### config.mk
export PLATFORM = sky130hd
export DESIGN_NAME = ooo_backend_top
export DESIGN_NICKNAME = d
export VERILOG_FILES = /design/src/rv_isa_pkg.sv /design/src/cb_pkg.sv /design/src/dispatch_unit.sv /design/src/exec_lane.sv /design/src/completion_buffer.sv /design/src/ooo_backend_top.sv
export SDC_FILE = /design/constraint.sdc
export NUM_CORES = 2
export LEC_CHECK = 0
export ABC_CLOCK_PERIOD_IN_PS = 4600
export BUFFER_PORTS_ARGS = -buffer_cell sky130_fd_sc_hd__buf_2
export CAP_MARGIN = 5
export CORE_UTILIZATION = 58
export DETAILED_ROUTE_END_ITERATION = 8
export MAX_ROUTING_LAYER = met4
export PLACE_DENSITY_LB_ADDON = 0.05
export SLEW_MARGIN = 10
export SYNTH_ARGS = -nofsm -noshare
export SYNTH_HDL_FRONTEND = slang
export SYNTH_SLANG_ARGS = --single-unit
### constraint.sdc
create_clock -name CLK -period 4.6 [get_ports CLK]
set_input_delay 0.23 -clock CLK [delete_from_list [all_inputs] [get_ports CLK]]
set_output_delay 0.23 -clock CLK [all_outputs]
set_load 0.05 [all_outputs]
### src/rv_isa_pkg.sv
// Integer ISA types
`default_nettype none

package rv_isa_pkg;

  // Data word and register index of the RV32 integer core
  typedef logic [31:0] word_t;
  typedef logic [4:0]  reg_idx_t;

  // Tracking id carried from the front end to commit
  typedef logic [7:0]  id_t;

  // Back-end opcodes, 3-bit encoding
  typedef enum logic [2:0] {
    OP_NOP     = 3'd0,
    OP_ADD     = 3'd1,
    OP_SUB     = 3'd2,
    OP_AND     = 3'd3,
    OP_XOR     = 3'd4,
    OP_SLL     = 3'd5,
    OP_MUL     = 3'd6,
    // Commits with the exception flag and flushes the back end
    OP_ILLEGAL = 3'd7
  } opcode_t;

  // Instruction as it enters the back end, 80 bits
  typedef struct packed {
    opcode_t  op;
    reg_idx_t rd;
    // Operand values, already read from the register file
    word_t    a;
    word_t    b;
    id_t      id;
  } instr_t;

endpackage

`default_nettype wire

### src/cb_pkg.sv
// Completion buffer transport types
`default_nettype none

package cb_pkg;

  // Buffer slot tag, low bits select the entry
  typedef logic [7:0] tag_t;

  // Dispatch to lane
  typedef struct packed {
    logic                valid;
    rv_isa_pkg::instr_t  instr;
    tag_t                tag;
  } issue_t;

  // Lane to completion buffer, one-cycle ready pulse
  typedef struct packed {
    logic                 ready;
    tag_t                 tag;
    rv_isa_pkg::word_t    data;
    rv_isa_pkg::reg_idx_t rd;
    logic                 wen;
    logic                 exception;
    rv_isa_pkg::id_t      id;
  } result_t;

  // In-order commit port of the back end
  typedef struct packed {
    logic                 valid;
    rv_isa_pkg::id_t      id;
    rv_isa_pkg::reg_idx_t rd;
    rv_isa_pkg::word_t    data;
    logic                 wen;
    logic                 exception;
  } commit_t;

  // Lane FSM
  typedef enum logic {
    LANE_IDLE = 1'b0,
    // Iterative multiply in progress
    LANE_MUL  = 1'b1
  } lane_state_t;

endpackage

`default_nettype wire

### src/dispatch_unit.sv
// Instruction dispatch
`default_nettype none
`timescale 1ns/1ns

module dispatch_unit #(
  parameter int NUM_ENTRY = 8,
  parameter int NUM_LANES = 3
) (
  input  logic                         CLK,
  input  logic                         nRST,
  input  rv_isa_pkg::instr_t           in_instr,
  input  logic                         in_valid,
  output logic                         in_ready,
  input  logic [$clog2(NUM_ENTRY)-1:0] tail,
  input  logic                         full,
  input  logic                         flush,
  input  logic [NUM_LANES-1:0]         busy,
  output logic                         alloc,
  output cb_pkg::issue_t               issue [NUM_LANES]
);

  // Goes high on the first edge after reset release
  logic                 run_q;
  logic [NUM_LANES-1:0] idle;
  // One-hot pick of the lowest idle lane
  logic [NUM_LANES-1:0] grant;
  logic [NUM_LANES-1:0] issue_vld;
  // Issue payload, shared by all lanes
  rv_isa_pkg::instr_t   instr_q;
  cb_pkg::tag_t         tag_q;

  assign idle  = ~busy;
  // Two's complement trick isolates the lowest set bit
  assign grant = idle & (~idle + 1'b1);

  // Free slot, free lane, no flush in progress
  assign in_ready = run_q & ~full & (|idle) & ~flush;

  // Every accepted instruction takes the tail slot
  assign alloc = in_valid & in_ready;

  always_ff @(posedge CLK or negedge nRST) begin
    if (!nRST) begin
      run_q     <= 1'b0;
      issue_vld <= '0;
    end else begin
      run_q <= 1'b1;
      // Valid lasts one cycle, lane holds its own copy
      if (alloc) begin
        issue_vld <= grant;
      end else begin
        issue_vld <= '0;
      end
    end
  end

  // Payload is captured only on acceptance
  always_ff @(posedge CLK) begin
    if (alloc) begin
      instr_q <= in_instr;
      // Zero-extend the slot index into the tag
      tag_q   <= cb_pkg::tag_t'(tail);
    end
  end

  // Fan the registered issue out to the lanes
  for (genvar g = 0; g < NUM_LANES; g++) begin : g_issue
    assign issue[g] = '{valid: issue_vld[g], instr: instr_q, tag: tag_q};

    // No back-to-back issue to one lane
    a_issue_idle: assert property (
      @(posedge CLK) disable iff (!nRST)
      issue_vld[g] |-> !$past(issue_vld[g])
    );
  end

  // Single issue per cycle
  a_issue_onehot: assert property (
    @(posedge CLK) disable iff (!nRST)
    $onehot0(issue_vld)
  );

endmodule

`default_nettype wire

### src/exec_lane.sv
// Integer execution lane
`default_nettype none
`timescale 1ns/1ns

module exec_lane (
  input  logic            CLK,
  input  logic            nRST,
  input  cb_pkg::issue_t  issue,
  input  logic            flush,
  output logic            busy,
  output cb_pkg::result_t result
);

  cb_pkg::lane_state_t  state;
  rv_isa_pkg::word_t    alu_out;
  // Shift-add multiplier datapath
  rv_isa_pkg::word_t    mul_a;
  rv_isa_pkg::word_t    mul_b;
  rv_isa_pkg::word_t    acc;
  rv_isa_pkg::word_t    mul_step;
  logic                 mul_last;
  logic                 issue_wen;
  // Result register, only res_ready is control
  logic                 res_ready;
  cb_pkg::tag_t         res_tag;
  rv_isa_pkg::word_t    res_data;
  rv_isa_pkg::reg_idx_t res_rd;
  logic                 res_wen;
  logic                 res_exc;
  rv_isa_pkg::id_t      res_id;

  // Single-cycle operations
  always_comb begin
    case (issue.instr.op)
      rv_isa_pkg::OP_ADD: alu_out = issue.instr.a + issue.instr.b;
      rv_isa_pkg::OP_SUB: alu_out = issue.instr.a - issue.instr.b;
      rv_isa_pkg::OP_AND: alu_out = issue.instr.a & issue.instr.b;
      rv_isa_pkg::OP_XOR: alu_out = issue.instr.a ^ issue.instr.b;
      // Shift amount from b[4:0]
      rv_isa_pkg::OP_SLL: alu_out = issue.instr.a << issue.instr.b[4:0];
      default:            alu_out = '0;
    endcase
  end

  // No write for NOP, illegal or x0
  assign issue_wen = (issue.instr.op != rv_isa_pkg::OP_NOP) &&
                     (issue.instr.op != rv_isa_pkg::OP_ILLEGAL) &&
                     (issue.instr.rd != '0);

  // Partial product for this step; last when the remaining b runs out
  assign mul_step = acc + (mul_b[0] ? mul_a : '0);
  assign mul_last = (mul_b[31:1] == '0);

  assign busy = (state == cb_pkg::LANE_MUL) | issue.valid;

  always_ff @(posedge CLK or negedge nRST) begin
    if (!nRST) begin
      state     <= cb_pkg::LANE_IDLE;
      res_ready <= 1'b0;
    end else begin
      res_ready <= 1'b0;
      // Flush drops the issue in flight and any multiply
      if (flush) begin
        state <= cb_pkg::LANE_IDLE;
      end else if (state == cb_pkg::LANE_IDLE) begin
        if (issue.valid && issue.instr.op == rv_isa_pkg::OP_MUL) begin
          state <= cb_pkg::LANE_MUL;
        end else if (issue.valid) begin
          res_ready <= 1'b1;
        end
      end else if (mul_last) begin
        state     <= cb_pkg::LANE_IDLE;
        res_ready <= 1'b1;
      end
    end
  end

  always_ff @(posedge CLK) begin
    if (issue.valid) begin
      res_tag  <= issue.tag;
      res_rd   <= issue.instr.rd;
      res_wen  <= issue_wen;
      res_exc  <= (issue.instr.op == rv_isa_pkg::OP_ILLEGAL);
      res_id   <= issue.instr.id;
      res_data <= alu_out;
      // Multiplier operands, used only for OP_MUL
      mul_a    <= issue.instr.a;
      mul_b    <= issue.instr.b;
      acc      <= '0;
    end else if (state == cb_pkg::LANE_MUL) begin
      mul_a <= mul_a << 1;
      mul_b <= mul_b >> 1;
      acc   <= mul_step;
      // Product modulo 2^32
      if (mul_last) begin
        res_data <= mul_step;
      end
    end
  end

  assign result = '{ready: res_ready, tag: res_tag, data: res_data, rd: res_rd,
                    wen: res_wen, exception: res_exc, id: res_id};

  // Dispatch must not pick a lane that is multiplying
  a_no_issue_in_mul: assert property (
    @(posedge CLK) disable iff (!nRST)
    issue.valid |-> (state != cb_pkg::LANE_MUL)
  );

endmodule

`default_nettype wire

### src/completion_buffer.sv
// In-order completion buffer
`default_nettype none
`timescale 1ns/1ns

module completion_buffer #(
  parameter int NUM_ENTRY = 8,
  parameter int NUM_LANES = 3
) (
  input  logic                         CLK,
  input  logic                         nRST,
  input  logic                         alloc,
  input  cb_pkg::result_t              result [NUM_LANES],
  output logic [$clog2(NUM_ENTRY)-1:0] tail,
  output logic                         full,
  output logic                         flush,
  output cb_pkg::commit_t              commit
);

  localparam int IDX_W = $clog2(NUM_ENTRY);

  // Entry payload, written by the lane that owns the slot
  typedef struct packed {
    rv_isa_pkg::word_t    data;
    rv_isa_pkg::reg_idx_t rd;
    logic                 wen;
    logic                 exception;
    rv_isa_pkg::id_t      id;
  } entry_t;

  entry_t               ent [NUM_ENTRY];
  // Result has arrived for this slot
  logic [NUM_ENTRY-1:0] done;

  // Extra MSB tells full from empty
  logic [IDX_W:0]       head_q;
  logic [IDX_W:0]       tail_q;
  logic [IDX_W-1:0]     head_sel;
  logic [IDX_W:0]       occupancy;
  logic                 move_head;

  assign head_sel  = head_q[IDX_W-1:0];
  assign tail      = tail_q[IDX_W-1:0];
  assign occupancy = tail_q - head_q;

  // Same index, different wrap bit
  assign full = (head_q[IDX_W-1:0] == tail_q[IDX_W-1:0]) &&
                (head_q[IDX_W] != tail_q[IDX_W]);

  // Finished excepting entry at the head flushes everything
  assign flush     = done[head_sel] & ent[head_sel].exception;
  assign move_head = done[head_sel] & ~flush;

  // Head entry drives commit, the flushing entry commits too
  assign commit = '{valid:     done[head_sel],
                    id:        ent[head_sel].id,
                    rd:        ent[head_sel].rd,
                    data:      ent[head_sel].data,
                    wen:       ent[head_sel].wen,
                    exception: ent[head_sel].exception};

  // Pointers and done flags
  always_ff @(posedge CLK or negedge nRST) begin
    if (!nRST) begin
      head_q <= '0;
      tail_q <= '0;
      done   <= '0;
    end else if (flush) begin
      // Younger entries are dropped
      head_q <= '0;
      tail_q <= '0;
      done   <= '0;
    end else begin
      if (move_head) begin
        head_q         <= head_q + 1'b1;
        done[head_sel] <= 1'b0;
      end
      if (alloc) begin
        tail_q <= tail_q + 1'b1;
      end
      // Writeback from every lane, slots never collide
      for (int l = 0; l < NUM_LANES; l++) begin
        if (result[l].ready) begin
          done[result[l].tag[IDX_W-1:0]] <= 1'b1;
        end
      end
    end
  end

  // Entry payload by tag
  always_ff @(posedge CLK) begin
    for (int l = 0; l < NUM_LANES; l++) begin
      if (result[l].ready) begin
        ent[result[l].tag[IDX_W-1:0]] <= '{data:      result[l].data,
                                           rd:        result[l].rd,
                                           wen:       result[l].wen,
                                           exception: result[l].exception,
                                           id:        result[l].id};
      end
    end
  end

  // Results only land in allocated slots
  for (genvar g = 0; g < NUM_LANES; g++) begin : g_chk
    // Distance of the tag from the head, modulo buffer size
    logic [IDX_W-1:0] offs;

    assign offs = result[g].tag[IDX_W-1:0] - head_sel;

    a_result_in_window: assert property (
      @(posedge CLK) disable iff (!nRST)
      result[g].ready |-> ({1'b0, offs} < occupancy)
    );
  end

  // Dispatch holds off while the buffer is full
  a_no_alloc_full: assert property (
    @(posedge CLK) disable iff (!nRST)
    alloc |-> !full
  );

endmodule

`default_nettype wire

### src/ooo_backend_top.sv
// Out-of-order back end
`default_nettype none
`timescale 1ns/1ns

module ooo_backend_top #(
  parameter int NUM_ENTRY = 8,
  parameter int NUM_LANES = 3
) (
  input  logic               CLK,
  input  logic               nRST,
  input  rv_isa_pkg::instr_t in_instr,
  input  logic               in_valid,
  output logic               in_ready,
  output cb_pkg::commit_t    commit
);

  // Buffer to dispatch
  logic [$clog2(NUM_ENTRY)-1:0] tail;
  logic                         full;
  logic                         flush;
  logic                         alloc;

  // Dispatch and lanes
  logic [NUM_LANES-1:0]         busy;
  cb_pkg::issue_t               issue  [NUM_LANES];
  cb_pkg::result_t              result [NUM_LANES];

  dispatch_unit #(
    .NUM_ENTRY (NUM_ENTRY),
    .NUM_LANES (NUM_LANES)
  ) u_dispatch (
    .CLK      (CLK),
    .nRST     (nRST),
    .in_instr (in_instr),
    .in_valid (in_valid),
    .in_ready (in_ready),
    .tail     (tail),
    .full     (full),
    .flush    (flush),
    .busy     (busy),
    .alloc    (alloc),
    .issue    (issue)
  );

  // Identical lanes, each writes back by tag
  for (genvar i = 0; i < NUM_LANES; i++) begin : g_lane
    exec_lane u_lane (
      .CLK    (CLK),
      .nRST   (nRST),
      .issue  (issue[i]),
      .flush  (flush),
      .busy   (busy[i]),
      .result (result[i])
    );
  end

  completion_buffer #(
    .NUM_ENTRY (NUM_ENTRY),
    .NUM_LANES (NUM_LANES)
  ) u_cb (
    .CLK    (CLK),
    .nRST   (nRST),
    .alloc  (alloc),
    .result (result),
    .tail   (tail),
    .full   (full),
    .flush  (flush),
    .commit (commit)
  );

endmodule

`default_nettype wire

==> results.yml <==
outcome:
  status: "complete, but fails checks"
  violations: "setup timing"
timing:
  slew_violations: 0
  final-hold-violation-count: 0
  fin_skew_ns: 0.0382
  fin_crit_ns: 4.75
  max_slew_margin_pct: 30.9
  clock.fmax_ghz: 0.211
  period_share_pct: 103
  worst_slew_pin_slew_ns: 1.04
  rsz0062_at_grt: "yes"
  worst_slack_ns: -0.149
  timing.setup.tns_ns: -1.19
  report.final.setup_viol: 13
worst_hold_path:
  hp-class: "primary input to asynchronous set/reset pin"
critical_path:
  start_kind: "flip-flop"
  endpoint_kind: "flip-flop"
  slowest_delay_ns: 0.45
  arrival_ns: 5.15
  required_ns: 5.00
  cpMostUsedCell: "or3_4"
  path_buf_inv: 0
  criticalPathCategory: "flip-flop to flip-flop"
  crit_fanout: 3
  cp_slowest_cell: "or4_4"
  crit_chain: "or3_4, or3_4, or3_4, or4_4, nor2_4, a21oi_2, xnor2_1, ha_1, a21o_1, a21o_1, a21oi_2, nor2_1, a211oi_2, nor2_1, a2111o_1, a221oi_2, mux2i_1"
  path_delay_family: "simple AND/OR/NAND/NOR gates"
yosys:
  synth-xor-area-share_pct: 2.50
  synth_mux_area_share_pct: 16.1
  yosys-top-cells-count: "801 x edfxtp_1, 556 x mux2i_1, 427 x nand2_1"
  syn_inst: 4960
  syn_area_um2: 53300
  yosys_warnings: 0
  synth_top_area_share_pct: 45.1
  synth_edf_count: 801
  yosysTopAreaCell: "edfxtp_1"
  synth.avg_cell_area_um2: 10.7
  synth.most_common_cell: "edfxtp_1"
  ys_ff_latch: 923
  synthAdderAreaFrac_pct: 3.91
  synth_top_family_by_area: "multiplexers"
  synth_top_flop_cell: "edfxtp_1"
  seq_area_frac_synth_pct: 50.0
  synth_compound_area_share_pct: 13.5
  synth.area.top_cells: "edfxtp_1 45%, mux2i_1 10%, mux2_2 5.4%, ha_1 3.8%, a21oi_1 3.7%"
  syn_nets: 5207
  async_flop_share_pct: 2.82
  synthSimpleGateAreaFrac_pct: 10.2
  synth_cell_types: 89
floorplan:
  core-area_um2: 90600
  die-area_um2: 93100
  initial_utilization_pct: 58.8
  die_w_um: 305
  die_h_um: 305
  rows: 110
  top_level_ports: 132
clock_tree:
  clkTransAtPathRegs_ns: 0.06
  numClockSinks: 923
  cts_tree: "done"
  clock_path_buffers: 3
  cts_root_buf: "clkbuf_16"
  ctsHtreeMaxLevel: 3
  clk_latency_ns: 0.70
  cts_buffers: 98
final_layout:
  fin_area_um2: 60100
  drive_above_1_share_pct: 17.1
  multiInputGateArea_um2: 24900
  syn2layout_area_growth_pct: 12.7
  fin_nets: 5329
  fin_util_pct: 66.3
  fillers: 7042
  seq_area_um2: 26600
placed_design:
  placed_cell_area_um2: 55800
  place_ws_ns: -0.271
  hpwl_um: 114000
  port_buffers: 131
  gp_congestion: 0.984
detailed_routing:
  via_count: 40900
  drtPass1Iterations: 6
  avgViaCountPerCell: 6.45
  wire_per_inst_um: 27.4
  antenna_left: 0
  drtIter0Drc: 4423
  wirelength_um: 174000
  route.detailed.drc: 0
grt:
  globalRouteTotalUtil_pct: 38.1
  grt_pass1_vias: 39300
  grt_pass1_wl_um: 256000
  grt_start_max_net_pins: 156
  antenna_found_initial: 1
  grt_overflow: 0
power_and_ir_drop:
  p_sw_w: 0.0104
  intPower_w: 0.0185
  power_frac_comb_pct: 32.8
  clkPwrFrac_pct: 28.2
  switching_share_pct: 36.0
  p_per_area_nw_per_um2: 481
  max-vdd-ir-drop_v: 0.000349
  pwr-share-seq_pct: 39.0
  p_leak_nw: 23.0
job:
  maxCapViolations: 0
==> worst reg2reg max path, stage by stage (launching register included) <==
cell and delay [ns]:
edfxtp_1 0.40, or3_4 0.42, or3_4 0.39, or3_4 0.36, or4_4 0.45, nor2_4 0.15
a21oi_2 0.08, xnor2_1 0.13, ha_1 0.33, a21o_1 0.19, a21o_1 0.19, a21oi_2 0.15
nor2_1 0.07, a211oi_2 0.20, nor2_1 0.08, a2111o_1 0.41, a221oi_2 0.36, mux2i_1 0.12
==> registers in the layout, summed over array words and instances, names as in the netlist, 4 cells and up <==
| register | flops |
|---|---|
| u_cb.ent | 376 |
| g_lane.u_lane.acc | 96 |
| g_lane.u_lane.mul_a | 96 |
| g_lane.u_lane.mul_b | 96 |
| g_lane.u_lane.res_data | 96 |
| u_dispatch.issue | 80 |
| g_lane.u_lane.res_id | 24 |
| g_lane.u_lane.res_rd | 15 |
| g_lane.u_lane.res_tag | 9 |
| u_cb.done | 8 |
| u_cb.head_q | 4 |
| u_cb.tail_q | 4 |
==> final cells by class <==
type,count,area share (%)
clock inverter,56,1.04
inverter,91,0.575
multi-input combinational,3502,41.5
tap,1176,2.45
timing repair buffer,466,5.70
antenna,1,0.00417
sequential,923,44.4
clock buffer,126,4.41
==> repair_timing <==
item                                    4_1_cts  5_1_grt
endpoints found under the setup margin       28       44
resized for setup                            21       24
endpoints found under the hold margin       107        0
pin swaps                                    13       15
hold buffers                                 82        0
buffers inserted                              2        3
cloned                                        0        0
==> layer usage <==
layer	vias to the layer above	share of wire (%)	wire [um]	global-route usage, %
met5	-	0	0	-
met4	0	4.5	7830	15.4
met3	427	8.4	14700	5.62
li1	18500	-	-	-
met1	19900	40	69300	48.4
met2	2066	47	82200	61.5
==> path summary, 6_finish.rpt <==
kind                       depth (start not counted)                      startpoint                                       to  slack [ns]
setup reg to reg                                  17  u_dispatch.issue[21]$_DFFE_PP_  g_lane[2].u_lane.res_data[31]$_DFFE_PP_       -0.15
hold / removal                                     2                            nRST                   u_cb.done[5]$_DFF_PN0_        0.18
setup / recovery                                  17  u_dispatch.issue[21]$_DFFE_PP_  g_lane[2].u_lane.res_data[31]$_DFFE_PP_       -0.15
max in group asynchronous                          2                            nRST        u_dispatch.issue_vld[1]$_DFF_PN0_        3.86
hold reg to reg                                    0   u_dispatch.tag_q[1]$_DFFE_PP_    g_lane[0].u_lane.res_tag[1]$_DFFE_PP_        0.46
min in group CLK                                   2                    in_instr[73]           u_dispatch.issue[81]$_DFFE_PP_        0.24
==> placed cells by master (no fill, tap or decap), types with 31 or more instances in the layout <==
master         count
inv_1             81
and2_1           118
o21ai_0          335
a21oi_1          384
buf_4            247
nor2b_1           43
nor2_1           396
mux2i_1          556
a21o_1            65
nor4_1            31
o21a_1            33
buf_2            131
nand3_1           34
clkbuf_16        100
nand2_1          426
dlygate4sd3_1     82
xnor2_1           80
xor2_1            70
a22oi_1           61
edfxtp_1         801
ha_1             160
dfxtp_1           96
mux2_2           255
==> through the flow <==
step,power [W],instances,hold WS [ns]
floorplan,0.0172,4960,-0.0656
global placement,0.0204,6073,0.299
detailed placement,0.0206,6073,0.303
CTS,0.0287,6338,0.153
global route,0.0300,6340,0.229
finish,0.0289,6341,0.184
==> logic make-up after synthesis <==
kind of cell,after synthesis
AND/OR/NAND/NOR,1200
AO/OA/AOI/OAI,1168
flip-flops,923
multiplexers,817
buffers and inverters,535
adder cells (fa/ha/maj),164
XOR/XNOR,152
other,1
==> power groups by stage <==
stage | clock (W) | sequential (W) | combinational (W)
2_1_floorplan | 0 | 0.0108 | 0.00642
3_3_place_gp | 0 | 0.0114 | 0.00907
3_5_place_dp | 0 | 0.0114 | 0.00916
4_1_cts | 0.00821 | 0.0112 | 0.00929
5_1_grt | 0.00850 | 0.0113 | 0.0101
6_report | 0.00815 | 0.0113 | 0.00947
Power figures use the tool's default switching activity.
